==> config.mk <==
export PLATFORM = sky130hd
export DESIGN_NAME = tri_iter
export DESIGN_NICKNAME = d
export VERILOG_FILES = /design/src/design/rast_pkg.sv /design/src/design/tri_iter.sv
export VERILOG_INCLUDE_DIRS = /design/src /design/src/design
export SDC_FILE = /design/constraint.sdc
export NUM_CORES = 1
export LEC_CHECK = 0
export BUFFER_PORTS_ARGS = -buffer_cell sky130_fd_sc_hd__buf_2
export CAP_MARGIN = 0
export CORE_UTILIZATION = 40
export CTS_CLUSTER_SIZE = 14
export DETAILED_ROUTE_END_ITERATION = 10
export PLACE_DENSITY = 0.66
export SYNTH_ARGS = -nofsm -noshare
export SYNTH_HDL_FRONTEND = slang
export SYNTH_SLANG_ARGS = --single-unit
==> constraint.sdc <==
create_clock -name clk -period 10.5 [get_ports clk]
set_input_delay 2.1 -clock clk [delete_from_list [all_inputs] [get_ports clk]]
set_output_delay 2.1 -clock clk [all_outputs]
set_load 0.05 [all_outputs]
==> src/design/rast_params.svh <==
`ifndef RAST_PARAMS_SVH
`define RAST_PARAMS_SVH

`default_nettype none

// Fixed-point coordinate format
`define RAST_SIGFIG 24   // Total bits per signed coordinate
`define RAST_RADIX 10    // Fraction bits, one pixel is 1 << RADIX

// Sample test pipeline
`define RAST_PIPE_DEPTH 3 // Register stages from sample in to result out

// Payload widths
`define RAST_TAG_W 4      // Triangle tag, wraps at 16
`define RAST_COLOR_W 8    // One color channel

`default_nettype wire

`endif

==> src/design/rast_pkg.sv <==
`include "rast_params.svh"
`default_nettype none

package rast_pkg;

    typedef logic [2:0][`RAST_COLOR_W-1:0] color_t; // Three channels, r in [2]

    typedef struct packed {
        logic signed [`RAST_SIGFIG-1:0] x; // Fixed point, RADIX fraction bits
        logic signed [`RAST_SIGFIG-1:0] y;
    } vertex_t;

    typedef struct packed {
        vertex_t v0; // Counter-clockwise order for a visible triangle
        vertex_t v1;
        vertex_t v2;
        color_t  color;
    } triangle_t;

    typedef struct packed {
        logic signed [`RAST_SIGFIG-1:0] x; // Always on the pixel grid
        logic signed [`RAST_SIGFIG-1:0] y;
        logic [`RAST_TAG_W-1:0]         tag; // Tag of the owning triangle
    } sample_t;

    typedef struct packed {
        sample_t samp;
        color_t  color;
        logic    hit; // Strictly inside all three edges
    } result_t;

    typedef enum logic {
        IDLE, // Waiting for a triangle
        SCAN  // Walking the bounding box
    } iter_state_e;

endpackage

`default_nettype wire

==> src/design/tri_iter.sv <==
`timescale 1ns/1ps
`include "rast_params.svh"
`default_nettype none

module tri_iter import rast_pkg::*; (
    input  logic      clk,
    input  logic      rst_n,
    input  triangle_t tri_in,     // Triangle from the source
    input  logic      tri_valid,
    output logic      tri_ready,  // Low while a box is scanned
    output sample_t   samp,       // Current grid sample
    output triangle_t samp_tri,   // Triangle owning samp
    output logic      samp_valid
);

    localparam int SF = `RAST_SIGFIG;
    localparam int RX = `RAST_RADIX;

    localparam logic signed [SF-1:0] PIX = {{(SF-RX-1){1'b0}}, 1'b1, {RX{1'b0}}}; // One pixel
    localparam logic signed [SF-1:0] PIX_MASK = {{(SF-RX){1'b1}}, {RX{1'b0}}}; // Integer part

    iter_state_e            state;
    logic [`RAST_TAG_W-1:0] tag_cnt;  // Tag for the next accepted triangle
    logic signed [SF-1:0]   x_min;    // Row restart column
    logic signed [SF-1:0]   x_max;    // Last column of a row
    logic signed [SF-1:0]   y_max;    // Last row of the box
    logic signed [SF-1:0]   bx_min;   // Box of the incoming triangle
    logic signed [SF-1:0]   bx_max;
    logic signed [SF-1:0]   by_min;
    logic signed [SF-1:0]   by_max;
    logic                   accept;   // Transfer on this edge
    logic                   row_end;  // Sample sits on the last column
    logic                   last;     // Final sample of the box

    // Round toward minus infinity onto the pixel grid
    function automatic logic signed [SF-1:0] floor_px(input logic signed [SF-1:0] v);
        return v & PIX_MASK; // Two's complement masking floors
    endfunction

    function automatic logic signed [SF-1:0] min3(
        input logic signed [SF-1:0] a,
        input logic signed [SF-1:0] b,
        input logic signed [SF-1:0] c
    );
        logic signed [SF-1:0] m;
        m = (a < b) ? a : b;
        return (c < m) ? c : m;
    endfunction

    function automatic logic signed [SF-1:0] max3(
        input logic signed [SF-1:0] a,
        input logic signed [SF-1:0] b,
        input logic signed [SF-1:0] c
    );
        logic signed [SF-1:0] m;
        m = (a > b) ? a : b;
        return (c > m) ? c : m;
    endfunction

    // Bounding box straight from the input port
    assign bx_min = floor_px(min3(tri_in.v0.x, tri_in.v1.x, tri_in.v2.x));
    assign bx_max = floor_px(max3(tri_in.v0.x, tri_in.v1.x, tri_in.v2.x));
    assign by_min = floor_px(min3(tri_in.v0.y, tri_in.v1.y, tri_in.v2.y));
    assign by_max = floor_px(max3(tri_in.v0.y, tri_in.v1.y, tri_in.v2.y));

    assign samp_valid = (state == SCAN);
    assign row_end    = (samp.x == x_max);
    assign last       = samp_valid && row_end && (samp.y == y_max);
    assign tri_ready  = (state == IDLE) || last; // Early ready for back-to-back boxes
    assign accept     = tri_valid && tri_ready;

    // Control FSM and tag counter
    always_ff @(posedge clk) begin
        if (!rst_n) begin
            state   <= IDLE;
            tag_cnt <= '0;
        end else begin
            if (accept) begin
                state   <= SCAN;
                tag_cnt <= tag_cnt + 1'b1; // Wraps naturally
            end else if (last) begin
                state   <= IDLE;
            end
        end
    end

    // Box registers and sample walker
    always_ff @(posedge clk) begin
        if (accept) begin
            samp_tri <= tri_in;
            x_min    <= bx_min;
            x_max    <= bx_max;
            y_max    <= by_max;
            samp.x   <= bx_min; // First sample at box corner
            samp.y   <= by_min;
            samp.tag <= tag_cnt;
        end else if (samp_valid && !last) begin
            if (row_end) begin
                samp.x <= x_min; // Next row
                samp.y <= samp.y + PIX;
            end else begin
                samp.x <= samp.x + PIX;
            end
        end
    end

endmodule

`default_nettype wire

# After elaboration in Yosys (flattened, before gate mapping)
# Index checks and enable logic that the tools add are counted.
# op_classes
add_sub_neg	3
order_cmp	8
eq_ne	2
n_mux	14
n_bitwise	1
reduce_logical	11
# ops
operator	n
$mux W24	10
$gt A24 B24 Y1	4
$lt A24 B24 Y1	4
$mux W48	2
$add A24 B12 Y24 const B	2
$eq A24 B24 Y1	2
$reduce_bool A2 Y1	3
$add A4 B1 Y4 const B	1
$logic_and A1 B1 Y1	4
$reduce_and A2 Y1	2
$mux W1	2
$logic_not A1 Y1	1
$logic_or A1 B1 Y1	1
$not A1 Y1	1
# totals
register_bits	267
input_bits	171
output_inout_bits	222
elab_cells	58

# Longest topological paths before layout
# Gate-level depths: netlist (run 1).
# logic_depth
word_depth	7
mapped_depth	25
depth_no_buf	21

# Least setup slack after synthesis (run 1)
# Ideal clock, no wire load.
# synth_path
path_type	input-to-reg
start	input tri_valid
end	register samp[0] (netlist bit), enable pin
t_arrival_ps	8372
required_ps	9839
slack_ps	1467
path_stages	3
n_path_buf	1
path_cell_list	nand2_1 > clkinv_1 > buf_1
# synth_between
elab_chain_len	1
# synth_rtl
item	line_no	text
from (decl)	tri_iter.sv:9	input logic tri_valid,
$logic_and A1 B1 Y1	tri_iter.sv:70	assign accept = tri_valid && tri_ready;
net accept	tri_iter.sv:31	logic accept;
to (decl)	tri_iter.sv:11	output sample_t samp,
# The timed path passes the listed nets, and every way through them passes these cells.
# A chain may end at the register's enable or synchronous reset.

# Worst setup path after layout (run 1)
# layout_path
start	input tri_in[85] (netlist bit)
end	register y_max[12] (data pin)
# layout_between
elab_chain_len	4
# layout_rtl
item	line_no	text
from (decl)	tri_iter.sv:8	input triangle_t tri_in,
$gt A24 B24 Y1	tri_iter.sv:56	m = (a > b) ? a : b;
$mux W24 *	tri_iter.sv:56	
$gt A24 B24 Y1	tri_iter.sv:57	return (c > m) ? c : m;
$mux W24 *	tri_iter.sv:57	
net by_max[12]	tri_iter.sv:30	logic signed [SF-1:0] by_max;
to (signal assigned)	tri_iter.sv:93	y_max <= by_max;
to (decl)	tri_iter.sv:26	logic signed [SF-1:0] y_max;
# Mark *: on every way through the listed nets, which the timed path passes. The rest lies on a longest branch.

==> impl_metrics.json, run 1 <==
{
  "num_vias": 10360,
  "row_count": 68,
  "drc": 0,
  "chipHeight_um": 190.4,
  "async_flop_share": 0,
  "h-tree-depth": 1,
  "cts.reportedPaths.clkPinSlew_ns": 0.06,
  "cts_buffers": 31,
  "finalCritPeriodShare": 0.7395,
  "fill_cells": 3079,
  "cts_buffer_depth": 3,
  "io_pins": 393,
  "first_pass_iters": 5,
  "drive_above_1_share": 0.3152,
  "ant_nets": 0,
  "critPathMaxFanout": 32,
  "ys_types": 61,
  "final.setup.worst_slack_ns": 2.735,
  "cts_tree": "done",
  "max_freq_mhz": 128.8,
  "skew_ns": 0.02208,
  "wl_met2_um": 17910,
  "tns_ns": 0,
  "ys_seq_elements": 257,
  "cts_resized": 0,
  "drv_cap": 0,
  "power_density_nw_per_um2": 187.0,
  "seq_area_um2": 7567,
  "grt_pass1_vias": 10200,
  "outcome": "complete, no violations",
  "cts_sinks": 257,
  "final-hold-violation-count": 0,
  "grt_pass1_wl_um": 56260,
  "wire_per_inst_um": 18.46,
  "hpwl_um": 28620,
  "routed_wl_um": 36990,
  "setup_viol": 0,
  "clock_latency_ns": 0.59,
  "fin_nets": 1841,
  "grt_start_max_net_pins": 86,
  "netlist_area_um2": 14200,
  "die_x_um": 190.4,
  "end_kind": "flip-flop",
  "yosysWarningCount": 0,
  "post-cts-setup-buffers": 0,
  "grt-ovfl-total": 0,
  "gp_congestion": 0.8787,
  "holdBufCountCts": 0,
  "vdd_drop_max_v": 0.0001253,
  "cts_root_buffer": "clkbuf_16",
  "arrival_ns": 8.15,
  "crit_type": "in2reg",
  "worst-slew-pin-transition_ns": 1.135,
  "synth_area_per_cell_um2": 12.59,
  "ys.flop_type": "edfxtp_1",
  "synth-seq-area-share": 0.5330,
  "p_total_mw": 3.299,
  "synth_cells": 1128,
  "post-place-ws_ns": 2.062,
  "wl_met3_um": 2198,
  "multiInputGateArea_um2": 6122,
  "initial_core_util": 0.4090,
  "drt_iter0_drc": 480,
  "min_period_ns": 7.765,
  "grt_usage": 0.1997,
  "worstPathRequired_ns": 10.88,
  "portBuffers": 382,
  "finalMaxSlewViolations": 0,
  "critPathLaunchType": "primary input",
  "relSlewSlack": 0.2420,
  "met1_length_um": 16130,
  "grt_antenna_before_repair": 0,
  "core_region_area_um2": 34710,
  "hold_class": "reg2reg",
  "vias_per_cell": 5.169,
  "syn2layout_area_growth_pct": 24.26,
  "synth-edff-count": 242,
  "rsz0062_at_grt": "false",
  "die_area_um2": 36250,
  "top_layer": "met4",
  "p_leak_nw": 7.967
}
Yosys cell counts (all sizes together) (2+ instances only):
library cell / instances / area, um2
dfxtp: 15 / 300.3
o41ai: 2 / 25.03
clkbuf: 10 / 37.54
o21bai: 2 / 15.01
a21o: 30 / 225.2
nand2b: 3 / 18.77
a211oi: 8 / 60.06
o31ai: 2 / 28.78
o22ai: 17 / 131.4
and3: 9 / 56.30
o2bb2ai: 14 / 122.6
nand3: 21 / 105.1
nand4: 31 / 200.2
o21a: 4 / 30.03
nor4: 7 / 50.05
inv: 101 / 379.1
mux2i: 89 / 890.9
o211ai: 4 / 35.03
xnor2: 38 / 340.3
nor2b: 7 / 43.79
and2: 13 / 81.33
nand2: 55 / 206.5
a221oi: 3 / 26.28
a21boi: 3 / 22.52
nor2: 42 / 157.7
nor3: 11 / 55.05
buf: 25 / 165.2
mux2: 44 / 506.7
ha: 145 / 1814
and4: 5 / 43.79
xor2: 21 / 191.4
o21ai: 37 / 185.2
a21oi: 54 / 270.3
edfxtp: 242 / 7267
a31oi: 3 / 25.02
report_power, final:
group / switching, mW / internal [mW]
sequential: 0.0529 / 1.23
clock: 0.424 / 0.636
combinational: 0.610 / 0.344
state kept, by name, indices dropped and copies added, names as in the netlist:
| register | flops |
|---|---|
| samp | 42 |
| samp_tri | 168 |
| x_max | 14 |
| samp_valid | 1 |
| tag_cnt | 4 |
| y_max | 14 |
| x_min | 14 |
metal layers:
metal | global-route usage | vias up
li1 | - | 5013
met1 | 0.2614 | 4983
met2 | 0.3397 | 309
met3 | 0.03515 | 54
met4 | 0.05200 | 0
met5 | 0 | -
placed cells by master, fill, tap and decap left out, types with 3 or more instances in the layout:
cell type / synthesis / layout
o21a_1: 4 / 4
buf_4: 15 / 8
clkinv_2: 0 / 4
buf_2: 6 / 382
conb_1: 1 / 10
and3_1: 9 / 9
nor2_1: 42 / 42
nand2b_1: 3 / 3
nor3_1: 11 / 11
nand4_1: 30 / 30
mux2_1: 9 / 9
mux2i_1: 89 / 88
nor2b_1: 7 / 7
a221oi_1: 3 / 3
and4_1: 5 / 5
mux2_2: 32 / 32
and2_1: 13 / 13
xnor2_1: 37 / 36
a21o_1: 30 / 30
edfxtp_1: 242 / 242
o22ai_2: 4 / 4
nor4_1: 6 / 6
clkbuf_16: 0 / 32
nand3_1: 21 / 21
a211oi_1: 8 / 8
dfxtp_1: 15 / 15
a21oi_1: 54 / 54
o22ai_1: 13 / 13
clkbuf_1: 10 / 8
o211ai_1: 3 / 3
o21ai_0: 37 / 37
nand2_1: 55 / 55
mux2_4: 3 / 3
clkbuf_8: 0 / 4
ha_1: 145 / 145
xor2_1: 20 / 20
inv_1: 101 / 101
o2bb2ai_1: 14 / 14
worst max-delay path, cell delays in order:
cell,delay (ns)
buf_2,0.16
inv_1,0.06
ha_1,0.32
nand4_2,0.14
nor4_2,0.08
a21boi_1,0.14
or4b_4,0.56
a21o_1,0.27
xor2_4,0.91
a31oi_4,0.31
buf_4,0.33
mux2i_1,0.18
ha_1,0.26
a21o_1,0.18
a21o_1,0.16
a21o_1,0.19
a21oi_1,0.14
o21ai_0,0.10
a2111oi_0,0.50
o21ai_0,0.23
mux2i_2,0.20
buf_4,0.30
mux2i_1,0.31
path summary, 6_finish.rpt:
check / from / to / slack [ns] / depth (start not counted)
setup / recovery: tri_in[85] / y_max[12]$_DFFE_PP_ / 2.74 / 23
hold / removal: tag_cnt[3]$_SDFFE_PN0P_ / samp[3]$_DFFE_PP_ / 0.47 / 0
setup reg to reg: samp[40]$_DFFE_PP_ / samp_tri[131]$_DFFE_PP_ / 4.40 / 9
hold reg to reg: tag_cnt[3]$_SDFFE_PN0P_ / samp[3]$_DFFE_PP_ / 0.47 / 0
cell families (layout without fill, tap and decap cells):
logic type,Yosys count,in the layout,share of synthesized area
buffers and inverters,137,548,0.04124
AND/OR/NAND/NOR,209,209,0.07473
other,1,11,0.0002641
XOR/XNOR,59,59,0.03745
adder cells (fa/ha/maj),145,145,0.1278
flip-flops,257,257,0.5330
multiplexers,133,133,0.09843
AO/OA/AOI/OAI,187,187,0.08715
final cells by class:
class | count | share of cell area
flip-flops and latches | 257 | 0.4289
clock buffers | 44 | 0.05021
multi-input cells | 743 | 0.3470
diodes | 1 | 0.0001418
clock inverters | 12 | 0.007588
repair buffers | 390 | 0.1118
inverters | 102 | 0.02213
well taps | 455 | 0.03227
metrics by stage:
stage	std cells	utilization	hold WS [ns]	cell area, um2
4_1_cts	2003	0.5082	0.4658	17640
5_1_grt	2003	0.5082	0.4867	17640
3_3_place_gp	1947	0.4788	0.4410	16620
2_1_floorplan	1137	-	0.4292	14230
6_report	2004	0.5083	0.4668	17640
3_5_place_dp	1947	0.4788	0.4510	16620
No activity file was read; power rests on OpenSTA's default activity.
==> inputs of run 2 (changes only) <==
==> constraint.sdc (replaced) <==
create_clock -name clk -period 7.8 [get_ports clk]
set_input_delay 1.56 -clock clk [delete_from_list [all_inputs] [get_ports clk]]
set_output_delay 1.56 -clock clk [all_outputs]
set_load 0.05 [all_outputs]
==> run 2 against run 1 <==
Against the previous run:
- utilization about the same
- hold slack got worse by 0.00070 ns
- clock skew fell by 0.0039 ns
- sequential share of layout area barely moved
- combinational power increased by 35%
- cell count unchanged
- power grew 33%
- die area unchanged
- flip-flop and latch count stayed put
- clock power up 28%
- setup slack worse by 1.7 ns
- critical path type unchanged
- critical endpoint is now y_max[20]$_DFFE_PP_
- largest power group unchanged
- highest routed layer is now met5
==> impl_metrics.json, run 2 (same netlist as run 1, synthesis figures left out) <==
{
  "cts_resized": 0,
  "fin_util": 0.5079,
  "cts_buffers": 30,
  "first_pass_iters": 5,
  "fin_nets": 1845,
  "row_count": 68,
  "vias_per_cell": 5.141,
  "h-tree-depth": 1,
  "chipHeight_um": 190.4,
  "layout_common_cells": "buf_2, edfxtp_1, ha_1",
  "skew_ns": 0.01821,
  "grt_start_max_net_pins": 105,
  "post-cts-setup-buffers": 0,
  "initial_core_util": 0.4090,
  "power_frac_seq": 0.395,
  "p_total_mw": 4.378,
  "finalMaxSlewViolations": 0,
  "syn2layout_area_growth_pct": 24.17,
  "end_kind": "flip-flop",
  "routed_wl_um": 37820,
  "p_leak_nw": 7.967,
  "outcome": "complete, no violations",
  "final.setup.worst_slack_ns": 1.047,
  "cts_sinks": 257,
  "combPwrFrac": 0.295,
  "gp_congestion": 0.8924,
  "cts_buffer_depth": 3,
  "hpwl_um": 29630,
  "fill_cells": 3063,
  "max_freq_mhz": 148.1,
  "switchingPower_mw": 1.438,
  "setup_viol": 0,
  "die_area_um2": 36250,
  "seq_area_um2": 7567,
  "wire_per_inst_um": 18.87,
  "die_x_um": 190.4,
  "grt_usage": 0.2054,
  "hold_class": "reg2reg",
  "min_period_ns": 6.753,
  "cts_root_buffer": "clkbuf_16",
  "rsz0062_at_grt": "false",
  "pwr-share-clk": 0.310,
  "tns_ns": 0,
  "cts.reportedPaths.clkPinSlew_ns": 0.06,
  "cts_tree": "done",
  "grt_pass1_vias": 10430,
  "grt-ovfl-total": 0,
  "crit_type": "in2reg",
  "switching_share": 0.3284,
  "drt_iter0_drc": 492,
  "core_region_area_um2": 34710,
  "ant_nets": 0,
  "finalCritPeriodShare": 0.8658,
  "worst-slew-pin-transition_ns": 1.025,
  "power_density_nw_per_um2": 248.3,
  "arrival_ns": 7.13,
  "drc": 0,
  "vdd_drop_max_v": 0.0001790,
  "portBuffers": 382,
  "holdBufCountCts": 0,
  "largest_reg_flops": 168,
  "post-place-ws_ns": 0.5589,
  "worstPathRequired_ns": 8.18,
  "antenna_cells": 0,
  "clock_latency_ns": 0.57,
  "grt_pass1_wl_um": 58080,
  "multiInputGateArea_um2": 6122,
  "final-hold-violation-count": 0,
  "p_int_mw": 2.940,
  "largest-register": "samp_tri",
  "drive_above_1_share": 0.3157,
  "io_pins": 393,
  "layout_commonest_cell": "buf_2",
  "grt_antenna_before_repair": 1,
  "drv_cap": 0,
  "critPathMaxFanout": 19,
  "num_vias": 10300,
  "reg.largest.list": "samp_tri: 168 flops, samp: 42 flops",
  "critPathLaunchType": "primary input",
  "relSlewSlack": 0.3148
}
run 2: changes by cell type in the layout (fill, tap and decap cells not counted), sizes merged:
| cell | previous run | this run |
|---|---|---|
| buf | 390 | 395 |
| bufinv | 2 | 1 |
| clkinv | 6 | 4 |
| clkinvlp | 2 | 1 |
| diode | 1 | 0 |
run 2: through the flow:
step	cell area, um2	hold slack, ns	instances
CTS	17630	0.4680	2004
global route	17630	0.4739	2004
finish	17630	0.4661	2004
floorplan	14240	0.4292	1137
global placement	16670	0.4381	1952
detailed placement	16670	0.4538	1952
run 2: power by group through the flow:
| stage | Combinational (mW) | Clock, mW | Sequential (mW) |
|---|---|---|---|
| finish | 1.29 | 1.36 | 1.73 |
| global route | 1.41 | 1.43 | 1.74 |
| global placement | 1.27 | 0 | 1.75 |
| floorplan | 0.685 | 0 | 2.00 |
| CTS | 1.30 | 1.39 | 1.73 |
| detailed placement | 1.29 | 0 | 1.76 |
run 2: routing by layer:
metal | share of wire | track usage | vias to the layer above | wire length [um]
li1 | - | - | 5017 | -
met1 | 0.44 | 0.2653 | 4947 | 16570
met2 | 0.49 | 0.3495 | 278 | 18390
met3 | 0.052 | 0.03552 | 58 | 1949
met4 | 0.024 | 0.06308 | 2 | 893
met5 | 0.00034 | 0 | - | 13
run 2: final timing paths:
check / from / endpoint / slack, ns / depth (start not counted)
max: tri_in[95] / y_max[20]$_DFFE_PP_ / 1.05 / 20
min: tag_cnt[3]$_SDFFE_PN0P_ / samp[3]$_DFFE_PP_ / 0.47 / 0
max reg2reg: samp[40]$_DFFE_PP_ / samp_tri[25]$_DFFE_PP_ / 2.89 / 8
min reg2reg: tag_cnt[3]$_SDFFE_PN0P_ / samp[3]$_DFFE_PP_ / 0.47 / 0
run 2: layout make-up:
class / instances / area share
multi-input cells: 743 / 0.3472
clock inverters: 8 / 0.004258
inverters: 102 / 0.02214
clock buffers: 44 / 0.05017
flip-flops and latches: 257 / 0.4292
well taps: 455 / 0.03229
repair buffers: 395 / 0.1147
run 2: critical path, cell delays in order:
cell and delay (ns):
buf_2 0.13, inv_1 0.07, ha_1 0.52, nand4_1 0.21
o21ai_0 0.51, a21o_1 0.27, xor2_4 0.64, a31oi_4 0.19
buf_4 0.28, mux2i_1 0.19, ha_1 0.37, nand3_1 0.11
nor3_1 0.28, nand3_1 0.11, nor3_1 0.34, o21ai_0 0.18
o21ai_0 0.32, mux2i_2 0.24, buf_4 0.29, mux2i_1 0.28
==> inputs of run 3 (changes only) <==
--- a/config.mk
+++ b/config.mk
@@ -11,7 +11,7 @@
 export CORE_UTILIZATION = 40
 export CTS_CLUSTER_SIZE = 14
 export DETAILED_ROUTE_END_ITERATION = 10
-export PLACE_DENSITY = 0.66
+export PLACE_DENSITY = 0.68
 export SYNTH_ARGS = -nofsm -noshare
 export SYNTH_HDL_FRONTEND = slang
 export SYNTH_SLANG_ARGS = --single-unit
==> constraint.sdc (replaced) <==
create_clock -name clk -period 6.05 [get_ports clk]
set_input_delay 1.21 -clock clk [delete_from_list [all_inputs] [get_ports clk]]
set_output_delay 1.21 -clock clk [all_outputs]
set_load 0.05 [all_outputs]
==> run 3 against run 2 <==
Against the previous run:
- global-route usage rose by 0.20 points
- combinational power is 40% higher
- sequential share of layout area fell by 1.7 points
- power grew 33%
- register-to-register slack got worse by 1.3 ns
- die area unchanged
- largest power group unchanged
- largest cell class unchanged
- setup slack got worse by 0.77 ns
- via count increased by 3.4%
- hold slack got worse by 0.0092 ns
- sequential power is 29% higher
- non-clock buffer count is 85 higher
- clock skew fell by 0.0032 ns
==> impl_metrics.json, run 3 (same netlist as run 1, synthesis figures left out) <==
{
  "fill_cells": 3000,
  "final-hold-violation-count": 0,
  "cts_root_buffer": "clkbuf_16",
  "grt_antenna_before_repair": 1,
  "timing.rr.start": "samp[40]$_DFFE_PP_",
  "grt_start_max_net_pins": 127,
  "num_vias": 10650,
  "holdPathStages": 0,
  "hold_class": "reg2reg",
  "arrival_ns": 6.19,
  "max_freq_mhz": 173.1,
  "hold_path_end": "samp[3]$_DFFE_PP_",
  "largest_reg_flops": 168,
  "switchingPower_mw": 1.884,
  "p_int_mw": 3.953,
  "crit_type": "in2reg",
  "finalMaxSlewViolations": 0,
  "hpwl_um": 30300,
  "cts.reportedPaths.clkPinSlew_ns": 0.07,
  "row_count": 68,
  "wire_per_inst_um": 18.51,
  "post-cts-setup-buffers": 0,
  "outcome": "complete, no violations",
  "min_from": "tag_cnt[3]$_SDFFE_PN0P_",
  "critPathLaunchType": "primary input",
  "h-tree-depth": 1,
  "reg.largest.list": "samp_tri: 168 flops, samp: 42 flops",
  "ant_nets": 0,
  "grt_pass1_wl_um": 58440,
  "critPathMaxFanout": 14,
  "vdd_drop_max_v": 0.0002574,
  "fin_util": 0.5287,
  "chipHeight_um": 190.4,
  "initial_core_util": 0.4090,
  "cts_tree": "done",
  "regToRegEndpoint": "samp_tri[142]$_DFFE_PP_",
  "seq_area_um2": 7567,
  "r2r_slack_ns": 1.58,
  "grt_pass1_vias": 10670,
  "holdBufCountCts": 0,
  "p_leak_nw": 8.412,
  "grt_usage": 0.2074,
  "cts_sinks": 257,
  "largest-register": "samp_tri",
  "drv_cap": 0,
  "syn2layout_area_growth_pct": 29.26,
  "skew_ns": 0.01504,
  "min_period_ns": 5.776,
  "die_area_um2": 36250,
  "vias_per_cell": 5.095,
  "cts_resized": 0,
  "layout_common_cells": "buf_2, edfxtp_1, ha_1",
  "worstPathRequired_ns": 6.46,
  "power_frac_seq": 0.382,
  "portBuffers": 382,
  "clock_latency_ns": 0.57,
  "drt_iter0_drc": 545,
  "relSlewSlack": 0.3876,
  "multiInputGateArea_um2": 6127,
  "cts_buffer_depth": 3,
  "p_total_mw": 5.836,
  "crit_start": "tri_in[81]",
  "die_x_um": 190.4,
  "grt-ovfl-total": 0,
  "r2r_cells": 9,
  "layout_commonest_cell": "buf_2",
  "finalCritPeriodShare": 0.9547,
  "setup_viol": 0,
  "pwr-share-clk": 0.307,
  "routed_wl_um": 38690,
  "combPwrFrac": 0.311,
  "switching_share": 0.3227,
  "drive_above_1_share": 0.3525,
  "fin_nets": 1929,
  "cts_buffers": 29,
  "rsz0062_at_grt": "false",
  "worst-slew-pin-transition_ns": 0.9163,
  "first_pass_iters": 5,
  "core_region_area_um2": 34710,
  "drc": 0,
  "gp_congestion": 0.8926,
  "power_density_nw_per_um2": 318.0,
  "end_kind": "flip-flop",
  "io_pins": 393
}
-- run 3: routing by layer --
metal	share of wire	global-route usage	up-vias
met3	0.066	0.04435	62
met1	0.42	0.2632	5060
li1	-	-	5189
met2	0.49	0.3508	338
met4	0.028	0.06646	0
met5	0	0	-
-- run 3: worst max path at each step --
stage | end | slack (ns)
2_1_floorplan | y_max[13]$_DFFE_PP_ | 0.04
3_3_place_gp | y_max[19]$_DFFE_PP_ | -0.20
3_5_place_dp | y_max[11]$_DFFE_PP_ | -0.34
4_1_cts | y_max[11]$_DFFE_PP_ | 0.25
5_1_grt | y_max[11]$_DFFE_PP_ | 0.03
6_report | y_max[11]$_DFFE_PP_ | 0.27
-- run 3: cell type report --
cell class                      count  area share
Antenna cell                        1   0.0001364
Clock buffer                       39     0.04377
Clock inverter                     13    0.009272
Inverter                          102     0.02127
Multi-Input combinational cell    743      0.3339
Sequential cell                   257      0.4123
Tap cell                          455     0.03102
Timing Repair Buffer              480      0.1484
-- run 3: worst max-delay path: stages --
cell and delay [ns]:
buf_2 0.09, inv_1 0.06, ha_1 0.32, nand4_1 0.19
nor4_2 0.07, a21boi_1 0.13, or4b_4 0.56, a21o_1 0.26
xor2_4 0.19, a31oi_4 0.29, buf_4 0.19, buf_4 0.19
mux2i_1 0.35, ha_1 0.21, nand3_1 0.12, nor3_2 0.25
nand3_1 0.10, nor3_1 0.29, o21ai_0 0.13, o21ai_0 0.25
mux2i_2 0.30, buf_12 0.20, mux2i_1 0.22
-- run 3: power by group through the flow --
stage / Combinational, mW / Clock (mW) / Sequential [mW]
floorplan: 0.886 / 0 / 2.58
global placement: 1.77 / 0 / 2.26
detailed placement: 1.80 / 0 / 2.27
CTS: 1.81 / 1.85 / 2.23
global route: 1.96 / 1.90 / 2.24
finish: 1.81 / 1.79 / 2.23
-- run 3: stage by stage --
step / setup WS [ns] / instance area, um2 / std cells / hold WS (ns) / TNS [ns]
floorplan: 0.03542 / 14250 / 1137 / 0.4292 / 0
global placement: -0.1978 / 17370 / 2037 / 0.4409 / -2.587
detailed placement: -0.3371 / 17370 / 2037 / 0.4449 / -5.521
CTS: 0.2480 / 18350 / 2089 / 0.4604 / 0
global route: 0.03206 / 18350 / 2090 / 0.4796 / 0
finish: 0.2738 / 18350 / 2090 / 0.4569 / 0
